## src/source/rename_pkg.sv

```systemverilog
package rename_pkg;

    // Register file and ROB sizes
    localparam int ARCH_REGS = 32;
    localparam int PHYS_REGS = 64;
    localparam int FREE_REGS = PHYS_REGS - ARCH_REGS;
    localparam int ROB_DEPTH = 16;

    typedef logic [$clog2(ARCH_REGS)-1:0] areg_t;
    typedef logic [$clog2(PHYS_REGS)-1:0] preg_t;
    typedef logic [$clog2(ROB_DEPTH)-1:0] rob_id_t;

    // Architectural instruction entering rename
    typedef struct packed {
        areg_t rd;
        areg_t rs1;
        areg_t rs2;
    } rename_req_t;

    typedef struct packed {
        preg_t   prs1;
        preg_t   prs2;
        preg_t   prd;
        preg_t   old_prd;
        rob_id_t rob_id;
        logic    has_rd;
    } renamed_uop_t;

    // Completion report without a handshake
    typedef struct packed {
        rob_id_t rob_id;
        logic    mispredict;
    } completion_t;

    typedef struct packed {
        areg_t rd;
        preg_t prd;
        preg_t old_prd;
        logic  has_rd;
        logic  mispredict;
    } commit_t;

    // Written into the ROB at rename
    typedef struct packed {
        areg_t rd;
        preg_t prd;
        preg_t old_prd;
        logic  has_rd;
    } rob_alloc_t;

endpackage

```

## src/source/circular_fifo.sv

```systemverilog
`timescale 1ns/1ps

module circular_fifo #(
    parameter type T          = logic,
    parameter int  DEPTH      = 4,
    parameter bit  RESET_FILL = 1'b0
) (
    input  logic clk,
    input  logic rst_n,
    input  logic flush,
    input  logic push,
    input  T     push_data,
    input  logic pop,
    output T     pop_data,
    output logic empty,
    output logic full
);

    localparam int PW = (DEPTH > 1) ? $clog2(DEPTH) : 1;
    localparam int CW = $clog2(DEPTH + 1);

    T              mem [DEPTH];
    logic [PW-1:0] rd_ptr;
    logic [PW-1:0] wr_ptr;
    logic [CW-1:0] count;
    logic          do_push;
    logic          do_pop;

    function automatic logic [PW-1:0] next_ptr(input logic [PW-1:0] ptr);
        return (ptr == PW'(DEPTH - 1)) ? '0 : ptr + 1'b1;
    endfunction

    assign empty    = (count == '0);
    assign full     = (count == CW'(DEPTH));
    assign do_push  = push && !full;
    assign do_pop   = pop && !empty;
    assign pop_data = mem[rd_ptr];

    // Pointers and occupancy
    always_ff @(posedge clk or negedge rst_n) begin
        if (!rst_n) begin
            rd_ptr <= '0;
            wr_ptr <= '0;
            count  <= RESET_FILL ? CW'(DEPTH) : '0;
        end else if (flush) begin
            rd_ptr <= '0;
            wr_ptr <= '0;
            count  <= '0;
        end else begin
            if (do_push) begin
                wr_ptr <= next_ptr(wr_ptr);
            end
            if (do_pop) begin
                rd_ptr <= next_ptr(rd_ptr);
            end
            count <= count + CW'(do_push) - CW'(do_pop);
        end
    end

    if (RESET_FILL) begin : g_fill
        // Free list starts holding every register above the architectural range
        always_ff @(posedge clk or negedge rst_n) begin
            if (!rst_n) begin
                for (int i = 0; i < DEPTH; i++) begin
                    mem[i] <= T'(rename_pkg::ARCH_REGS + i);
                end
            end else if (do_push && !flush) begin
                mem[wr_ptr] <= push_data;
            end
        end
    end else begin : g_plain
        always_ff @(posedge clk) begin
            if (do_push && !flush) begin
                mem[wr_ptr] <= push_data;
            end
        end
    end

endmodule

```

## src/source/recovery_fsm.sv

```systemverilog
`timescale 1ns/1ps

module recovery_fsm (
    input  logic                clk,
    input  logic                rst_n,
    input  logic                commit_valid,
    input  rename_pkg::commit_t commit,
    input  logic                rob_empty,
    output logic                squash_step,
    output logic                restore,
    output logic                accepting
);

    typedef enum logic {
        RUN,
        SQUASH
    } state_t;

    state_t state;
    state_t state_next;

    // Mispredicted branch reaching commit starts recovery
    assign restore     = (state == RUN) && commit_valid && commit.mispredict;
    assign squash_step = (state == SQUASH) && !rob_empty;
    // Also closed on the restore edge so a new request is not flushed
    assign accepting   = (state == RUN) && !restore;

    always_comb begin
        state_next = state;
        case (state)
            RUN:     if (restore) state_next = SQUASH;
            SQUASH:  if (rob_empty) state_next = RUN;
            default: state_next = RUN;
        endcase
    end

    always_ff @(posedge clk or negedge rst_n) begin
        if (!rst_n) begin
            state <= RUN;
        end else begin
            state <= state_next;
        end
    end

endmodule

```

## src/source/rename_core.sv

```systemverilog
`timescale 1ns/1ps

module rename_core #(
    parameter int IQ_DEPTH = 4
) (
    input  logic                     clk,
    input  logic                     rst_n,
    input  logic                     in_valid,
    output logic                     in_ready,
    input  rename_pkg::rename_req_t  in_req,
    output logic                     out_valid,
    input  logic                     out_ready,
    output rename_pkg::renamed_uop_t out_uop,
    input  logic                     cpl_valid,
    input  rename_pkg::completion_t  cpl,
    output logic                     commit_valid,
    output rename_pkg::commit_t      commit
);

    logic                    iq_full;
    logic                    iq_empty;
    logic                    iq_pop;
    rename_pkg::rename_req_t iq_data;
    rename_pkg::preg_t       free_head;
    logic                    free_pop;
    logic                    release_valid;
    rename_pkg::preg_t       release_preg;
    rename_pkg::areg_t       rs1;
    rename_pkg::areg_t       rs2;
    rename_pkg::areg_t       rd;
    rename_pkg::preg_t       prs1;
    rename_pkg::preg_t       prs2;
    rename_pkg::preg_t       old_prd;
    logic                    rename_we;
    rename_pkg::preg_t       new_prd;
    logic                    alloc;
    rename_pkg::rob_alloc_t  alloc_entry;
    rename_pkg::rob_id_t     rob_head;
    rename_pkg::rob_id_t     rob_tail;
    logic                    rob_full;
    logic                    rob_empty;
    logic                    squash_step;
    logic                    restore;
    logic                    accepting;

    assign in_ready = !iq_full && accepting;

    circular_fifo #(.T(rename_pkg::rename_req_t), .DEPTH(IQ_DEPTH), .RESET_FILL(1'b0)) inst_queue (
        .clk(clk), .rst_n(rst_n), .flush(restore),
        .push(in_valid && in_ready), .push_data(in_req),
        .pop(iq_pop), .pop_data(iq_data), .empty(iq_empty), .full(iq_full)
    );

    // Free list never flushes, squashed registers come back through the ROB
    circular_fifo #(.T(rename_pkg::preg_t), .DEPTH(rename_pkg::FREE_REGS),
                    .RESET_FILL(1'b1)) free_list (
        .clk(clk), .rst_n(rst_n), .flush(1'b0),
        .push(release_valid), .push_data(release_preg),
        .pop(free_pop), .pop_data(free_head), .empty(), .full()
    );

    rename_table rat (
        .clk(clk), .rst_n(rst_n), .rs1(rs1), .rs2(rs2), .rd(rd),
        .prs1(prs1), .prs2(prs2), .old_prd(old_prd),
        .rename_we(rename_we), .new_prd(new_prd),
        .retire_we(commit_valid), .retire_rd(commit.rd), .retire_prd(commit.prd),
        .restore(restore)
    );

    rename_stage stage (
        .clk(clk), .rst_n(rst_n), .flush(restore),
        .q_empty(iq_empty), .q_data(iq_data), .q_pop(iq_pop),
        .free_head(free_head), .free_pop(free_pop),
        .rob_full(rob_full), .rob_tail(rob_tail), .alloc(alloc), .alloc_entry(alloc_entry),
        .rs1(rs1), .rs2(rs2), .rd(rd), .prs1(prs1), .prs2(prs2), .old_prd(old_prd),
        .rename_we(rename_we), .new_prd(new_prd),
        .out_valid(out_valid), .out_ready(out_ready), .out_uop(out_uop)
    );

    reorder_buffer rob (
        .clk(clk), .rst_n(rst_n), .alloc(alloc), .alloc_entry(alloc_entry),
        .head(rob_head), .tail(rob_tail), .squash_step(squash_step),
        .cpl_valid(cpl_valid), .cpl(cpl),
        .commit_valid(commit_valid), .commit(commit),
        .release_valid(release_valid), .release_preg(release_preg)
    );

    rob_ptr_counter rob_ptrs (
        .clk(clk), .rst_n(rst_n), .alloc(alloc), .retire(commit_valid),
        .squash_step(squash_step), .head(rob_head), .tail(rob_tail),
        .full(rob_full), .empty(rob_empty)
    );

    recovery_fsm recovery (
        .clk(clk), .rst_n(rst_n), .commit_valid(commit_valid), .commit(commit),
        .rob_empty(rob_empty), .squash_step(squash_step), .restore(restore),
        .accepting(accepting)
    );

endmodule

```

## src/source/rename_stage.sv

```systemverilog
`timescale 1ns/1ps

module rename_stage (
    input  logic                     clk,
    input  logic                     rst_n,
    input  logic                     flush,
    input  logic                     q_empty,
    input  rename_pkg::rename_req_t  q_data,
    output logic                     q_pop,
    input  rename_pkg::preg_t        free_head,
    output logic                     free_pop,
    input  logic                     rob_full,
    input  rename_pkg::rob_id_t      rob_tail,
    output logic                     alloc,
    output rename_pkg::rob_alloc_t   alloc_entry,
    output rename_pkg::areg_t        rs1,
    output rename_pkg::areg_t        rs2,
    output rename_pkg::areg_t        rd,
    input  rename_pkg::preg_t        prs1,
    input  rename_pkg::preg_t        prs2,
    input  rename_pkg::preg_t        old_prd,
    output logic                     rename_we,
    output rename_pkg::preg_t        new_prd,
    output logic                     out_valid,
    input  logic                     out_ready,
    output rename_pkg::renamed_uop_t out_uop
);

    logic                     has_rd;
    logic                     fire;
    rename_pkg::preg_t        prd;
    rename_pkg::preg_t        prev_prd;
    rename_pkg::renamed_uop_t uop_next;

    assign rs1 = q_data.rs1;
    assign rs2 = q_data.rs2;
    assign rd  = q_data.rd;

    // x0 destinations take no register
    assign has_rd   = (q_data.rd != '0);
    assign prd      = has_rd ? free_head : '0;
    assign prev_prd = has_rd ? old_prd : '0;

    // Advance when output slot is empty or being drained
    assign fire      = !flush && !q_empty && !rob_full && (!out_valid || out_ready);
    assign q_pop     = fire;
    assign alloc     = fire;
    assign free_pop  = fire && has_rd;
    assign rename_we = fire && has_rd;
    assign new_prd   = free_head;

    assign alloc_entry = '{rd: q_data.rd, prd: prd, old_prd: prev_prd, has_rd: has_rd};
    assign uop_next    = '{prs1: prs1, prs2: prs2, prd: prd, old_prd: prev_prd,
                           rob_id: rob_tail, has_rd: has_rd};

    always_ff @(posedge clk or negedge rst_n) begin
        if (!rst_n) begin
            out_valid <= 1'b0;
        end else if (flush) begin
            out_valid <= 1'b0;
        end else if (fire) begin
            out_valid <= 1'b1;
        end else if (out_ready) begin
            out_valid <= 1'b0;
        end
    end

    always_ff @(posedge clk) begin
        if (fire) begin
            out_uop <= uop_next;
        end
    end

endmodule

```

## src/source/rename_table.sv

```systemverilog
`timescale 1ns/1ps

module rename_table (
    input  logic              clk,
    input  logic              rst_n,
    input  rename_pkg::areg_t rs1,
    input  rename_pkg::areg_t rs2,
    input  rename_pkg::areg_t rd,
    output rename_pkg::preg_t prs1,
    output rename_pkg::preg_t prs2,
    output rename_pkg::preg_t old_prd,
    input  logic              rename_we,
    input  rename_pkg::preg_t new_prd,
    input  logic              retire_we,
    input  rename_pkg::areg_t retire_rd,
    input  rename_pkg::preg_t retire_prd,
    input  logic              restore
);

    rename_pkg::preg_t spec_map    [rename_pkg::ARCH_REGS];
    rename_pkg::preg_t retired_map [rename_pkg::ARCH_REGS];
    rename_pkg::preg_t retired_next [rename_pkg::ARCH_REGS];

    // x0 is hardwired and never remapped
    assign prs1    = (rs1 == '0) ? '0 : spec_map[rs1];
    assign prs2    = (rs2 == '0) ? '0 : spec_map[rs2];
    assign old_prd = (rd == '0) ? '0 : spec_map[rd];

    // Retired view including this cycle's commit so that a restore sees it
    always_comb begin
        retired_next = retired_map;
        if (retire_we && retire_rd != '0) begin
            retired_next[retire_rd] = retire_prd;
        end
    end

    always_ff @(posedge clk or negedge rst_n) begin
        if (!rst_n) begin
            for (int i = 0; i < rename_pkg::ARCH_REGS; i++) begin
                retired_map[i] <= rename_pkg::preg_t'(i);
            end
        end else begin
            retired_map <= retired_next;
        end
    end

    // Speculative map reloads in one cycle on recovery
    always_ff @(posedge clk or negedge rst_n) begin
        if (!rst_n) begin
            for (int i = 0; i < rename_pkg::ARCH_REGS; i++) begin
                spec_map[i] <= rename_pkg::preg_t'(i);
            end
        end else if (restore) begin
            spec_map <= retired_next;
        end else if (rename_we && rd != '0) begin
            spec_map[rd] <= new_prd;
        end
    end

endmodule

```

## src/source/reorder_buffer.sv

```systemverilog
`timescale 1ns/1ps

module reorder_buffer (
    input  logic                   clk,
    input  logic                   rst_n,
    input  logic                   alloc,
    input  rename_pkg::rob_alloc_t alloc_entry,
    input  rename_pkg::rob_id_t    head,
    input  rename_pkg::rob_id_t    tail,
    input  logic                   squash_step,
    input  logic                   cpl_valid,
    input  rename_pkg::completion_t cpl,
    output logic                   commit_valid,
    output rename_pkg::commit_t    commit,
    output logic                   release_valid,
    output rename_pkg::preg_t      release_preg
);

    // Per-entry status
    typedef struct packed {
        logic valid;
        logic done;
        logic mispredict;
    } rob_flags_t;

    rename_pkg::rob_alloc_t payload [rename_pkg::ROB_DEPTH];
    rob_flags_t             flags   [rename_pkg::ROB_DEPTH];
    rename_pkg::rob_id_t    squash_id;
    rename_pkg::rob_alloc_t head_entry;
    rename_pkg::rob_alloc_t squash_entry;

    assign squash_id    = tail - 1'b1;
    assign head_entry   = payload[head];
    assign squash_entry = payload[squash_id];

    // In-order commit from the head
    assign commit_valid       = flags[head].valid && flags[head].done && !squash_step;
    assign commit.rd          = head_entry.rd;
    assign commit.prd         = head_entry.prd;
    assign commit.old_prd     = head_entry.old_prd;
    assign commit.has_rd      = head_entry.has_rd;
    assign commit.mispredict  = flags[head].mispredict;

    // Commit frees the previous mapping, squash frees the new one
    assign release_valid = (commit_valid && head_entry.has_rd) ||
                           (squash_step && squash_entry.has_rd);
    assign release_preg  = squash_step ? squash_entry.prd : head_entry.old_prd;

    always_ff @(posedge clk) begin
        if (alloc) begin
            payload[tail] <= alloc_entry;
        end
    end

    always_ff @(posedge clk or negedge rst_n) begin
        if (!rst_n) begin
            for (int i = 0; i < rename_pkg::ROB_DEPTH; i++) begin
                flags[i] <= '0;
            end
        end else begin
            if (alloc) begin
                flags[tail] <= '{valid: 1'b1, done: 1'b0, mispredict: 1'b0};
            end
            // Late reports for entries no longer in flight are dropped
            if (cpl_valid && !squash_step && flags[cpl.rob_id].valid) begin
                flags[cpl.rob_id].done       <= 1'b1;
                flags[cpl.rob_id].mispredict <= cpl.mispredict;
            end
            if (commit_valid) begin
                flags[head].valid <= 1'b0;
            end
            if (squash_step) begin
                flags[squash_id].valid <= 1'b0;
            end
        end
    end

endmodule

```

## src/source/rob_ptr_counter.sv

```systemverilog
`timescale 1ns/1ps

module rob_ptr_counter (
    input  logic                clk,
    input  logic                rst_n,
    input  logic                alloc,
    input  logic                retire,
    input  logic                squash_step,
    output rename_pkg::rob_id_t head,
    output rename_pkg::rob_id_t tail,
    output logic                full,
    output logic                empty
);

    localparam int CW = $bits(rename_pkg::rob_id_t) + 1;

    logic [CW-1:0] count;

    assign full  = (count == CW'(rename_pkg::ROB_DEPTH));
    assign empty = (count == '0);

    // Indices wrap naturally since depth is a power of two
    always_ff @(posedge clk or negedge rst_n) begin
        if (!rst_n) begin
            head  <= '0;
            tail  <= '0;
            count <= '0;
        end else begin
            if (retire) begin
                head <= head + 1'b1;
            end
            if (squash_step) begin
                // Youngest entry goes first
                tail <= tail - 1'b1;
            end else if (alloc) begin
                tail <= tail + 1'b1;
            end
            count <= count + CW'(alloc) - CW'(retire) - CW'(squash_step);
        end
    end

endmodule

```

## config.mk

```make
export PLATFORM = sky130hd
export DESIGN_NAME = rename_core
export DESIGN_NICKNAME = d
export VERILOG_FILES = /design/src/source/rename_pkg.sv /design/src/source/circular_fifo.sv /design/src/source/recovery_fsm.sv /design/src/source/rename_core.sv /design/src/source/rename_stage.sv /design/src/source/rename_table.sv /design/src/source/reorder_buffer.sv /design/src/source/rob_ptr_counter.sv
export SDC_FILE = /design/constraint.sdc
export NUM_CORES = 2
export LEC_CHECK = 0
export BUFFER_PORTS_ARGS = -buffer_cell sky130_fd_sc_hd__buf_2
export CAP_MARGIN = 0
export CORE_ASPECT_RATIO = 1.5
export CORE_MARGIN = 2
export CORE_UTILIZATION = 40
export DETAILED_ROUTE_END_ITERATION = 10
export GPL_TIMING_DRIVEN = 0
export PLACE_DENSITY_LB_ADDON = 0.25
export SETUP_SLACK_MARGIN = 0.02
export SLEW_MARGIN = 30
export SYNTH_ARGS = -nofsm -noshare
export SYNTH_HDL_FRONTEND = slang
export SYNTH_HIERARCHICAL = 1
export SYNTH_SLANG_ARGS = --single-unit
```

## constraint.sdc

```tcl
create_clock -name clk -period 7.7 [get_ports clk]
set_input_delay 1.54 -clock clk [delete_from_list [all_inputs] [get_ports clk]]
set_output_delay 1.54 -clock clk [all_outputs]
set_load 0.05 [all_outputs]
```

==> flow_metrics.tcl <==
set metrics [dict create \
    status "complete, no violations" \
    crit_required_ps 8270 \
    fp.dieW_um 296 \
    final_max_slew_viol_count 0 \
    rsz0062_at_grt "false" \
    power_density_nw_per_um2 476 \
    cp_data_arrival_time_ps 7000 \
    relSlewSlack 0.264 \
    hpwl_um 115000 \
    synth-edff-count 377 \
    synth_seq_cells 1039 \
    timing.final.crit_share 0.835 \
    clockBufferDepth 3 \
    grt_max_degree 85 \
    initial_core_util 0.404 \
    clock.fmax_mhz 156 \
    hold_viol 0 \
    yosys_most_used_dff "dfrtp_1" \
    synthArstFlopShare 0.637 \
    period_needed_ps 6430 \
    cts-root-buf "clkbuf_16" \
    critPathMaxStageDelay_ps 820 \
    cts.sinks 1039 \
    synth_seq_area_share 0.550 \
    drv_cap 0 \
    numCtsBuffers 102 \
    gpl.final_weighted_congestion 1.03 \
    dieArea_um2 131000 \
    syn_area_um2 51300 \
    path_buf_inv 5 \
    cts.clk_slew.worst_paths_ps 70 \
    top_level_ports 76 \
    area_growth_pct 12.8 \
    regToRegStartpoint "rob_ptrs/head[1]" \
    coreArea_um2 127000 \
    wire_per_inst_um 30.5 \
    critical_path.cell_chain "buf_2 -> buf_2 -> clkbuf_2 -> mux4_2 -> mux4_2 -> nand2_1 -> nor2_1 -> nor4_4 -> buf_6 -> nor2b_1 -> buf_4 -> nand3b_2 -> nor2_1 -> mux2_2 -> mux2_2" \
    drt_pre_antenna_iters 7 \
    clk_latency_ps 760 \
    cp_top_family "simple AND/OR/NAND/NOR gates" \
    hold_start "rat/retired_map[189]" \
    worst-setup-path-type "reg -> reg" \
    drive_gt1_frac 0.503 \
    antenna_found_initial 6 \
    synth_area_per_cell_um2 15.8 \
    avgViaCountPerCell 5.84 \
    preCtsSetupSlack_ps 1400 \
    critPathCaptureType "flip-flop" \
    cp_slowest_cell "nor2_1" \
    hold_buffers 0 \
    skew_ps 76.0 \
    min_path_cells 1 \
    holdCritPathClass "reg -> reg" \
    grt_pass1_vias 32271 \
    startpoint_type "flip-flop" \
    drc 0 \
    cts_tree "built" \
    vias 30622 \
    tightest_slew_ps 1100 \
    cts_resized 0 \
    yosysUniqueCellTypes 92 \
    reg2reg_slack_ps 1270 \
    cts_setup_buffers 0 \
    ff2ff_path_depth 15 \
    grt_use_total 0.245 \
    min_to "rat/retired_map[189]" \
    critPathMaxFanout 10 \
    grt_pass1_wl_um 231000 \
    grt_overflow_total 0 \
    drt-initial-drc-count 2132 \
    nets 3520 \
    p_total_mw 27.5 \
    yosysWarnings 6 \
    routed_wl_um 160000 \
    setup_violations 0 \
    fp-row-count 160 \
    io_buffers 73 \
    syn_inst 3253 \
    vdd.ir_drop.worst_mv 0.383 \
    antenna_left 0 \
    die_y_um 443 \
    p_leak_nw 23.0 \
    cts_htree_levels 3 \
    r2r_end "rat/spec_map[32]" \
    layout_setup_ws_ps 1270 \
    fin_tns_setup_ps 0 \
]
## registers in the layout, summed over array words and instances (netlist names), 6 cells and up
name,cells
free_list/mem,192
stage/out_uop,29
rob/payload,288
rob/flags,48
rat/retired_map,192
inst_queue/mem,60
free_list/count,6
rat/spec_map,192
## stage by stage
step                      instance area [um^2]  std cells  hold WS (ps)  utilization
after global placement                   53800       5030           436        0.424
final                                    57900       5244           451        0.456
after floorplan                          51300       3256           424            -
after global routing                     57900       5243           481        0.456
after CTS                                57900       5242           456        0.456
after detailed placement                 54300       5049           443        0.427
## layer usage
layer,routed length (um),part of all wire,vias up,global-route usage
li1,-,-,12939,-
met1,57900,0.36,16163,0.280
met2,83200,0.52,1123,0.433
met3,8540,0.053,395,0.0367
met4,10200,0.064,2,0.142
met5,13,0.000081,-,0
## cell usage after synthesis (43+ instances only)
cell | number | area [um^2]
mux4_2 | 289 | 6510
buf_4 | 50 | 375
nor2b_1 | 51 | 319
dfrtp_1 | 389 | 9730
buf_2 | 43 | 215
nor2_1 | 66 | 248
mux2i_1 | 88 | 881
dfstp_2 | 273 | 7170
edfxtp_1 | 377 | 11300
inv_1 | 51 | 191
nand2_1 | 137 | 514
mux2_2 | 745 | 8390
clkbuf_1 | 121 | 454
## worst reg2reg max path: stages, from the launching register on
cell and delay, ps:
dfrtp_1 380, buf_2 260, buf_2 360, clkbuf_2 550, mux4_2 450, mux4_2 570, nand2_1 120, nor2_1 150
nor4_4 410, buf_6 230, nor2b_1 480, buf_4 260, nand3b_2 550, nor2_1 830, mux2_2 410, mux2_2 260
## logic make-up after synthesis
logic type | share of synthesized area
buf+inv | 0.0300
compound gates | 0.0342
other cells | 0.0000731
xor+xnor | 0.00239
fa+ha+maj | 0.0112
mux | 0.323
simple gates | 0.0483
flops | 0.550
## worst max path at each step
stage | startpoint | to | cells past startpoint | slack, ps
6_report | rob_ptrs/head[1] | rat/spec_map[32] | 15 | 1270
5_1_grt | rob_ptrs/count[2] | rat/spec_map[32] | 17 | 1140
4_1_cts | rob_ptrs/head[1] | rat/spec_map[32] | 15 | 1310
3_5_place_dp | rob_ptrs/head[1] | rat/spec_map[13] | 14 | 1400
3_3_place_gp | rst_n | rob/flags[16] | 1 | -9430
2_1_floorplan | rob_ptrs/head[1] | free_list/count[4] | 19 | 1470
## cell usage in the layout, fill, tap and decap left out, types with 38 or more instances in the layout
cell type and n:
nand2_1 137, clkbuf_16 102, dfstp_2 273, buf_4 55
mux2i_1 88, a21oi_1 38, nor2_1 66, ha_1 38
edfxtp_1 377, buf_2 116, inv_1 40, dfrtp_1 389
nor2b_1 47, mux4_2 289, clkbuf_1 129, mux2_2 745
## final cells by class
cell class              instances  area [um^2]
plain buffers                 246         1360
well taps                    1701         2130
inverters                      53          199
repair buffers                 92          759
multi-input cells            1918        21600
clock inverters                51          747
flip-flops and latches       1039        28200
clock buffers                 142         2850
fillers                     11290        69100
diodes                          2         5.00
## power by group
group | internal (mW) | switching (mW)
Combinational | 4.85 | 8.38
Sequential | 7.94 | 0.982
Clock | 3.11 | 2.27
Total | 15.9 | 11.6
(Power assumes the default switching activity.)
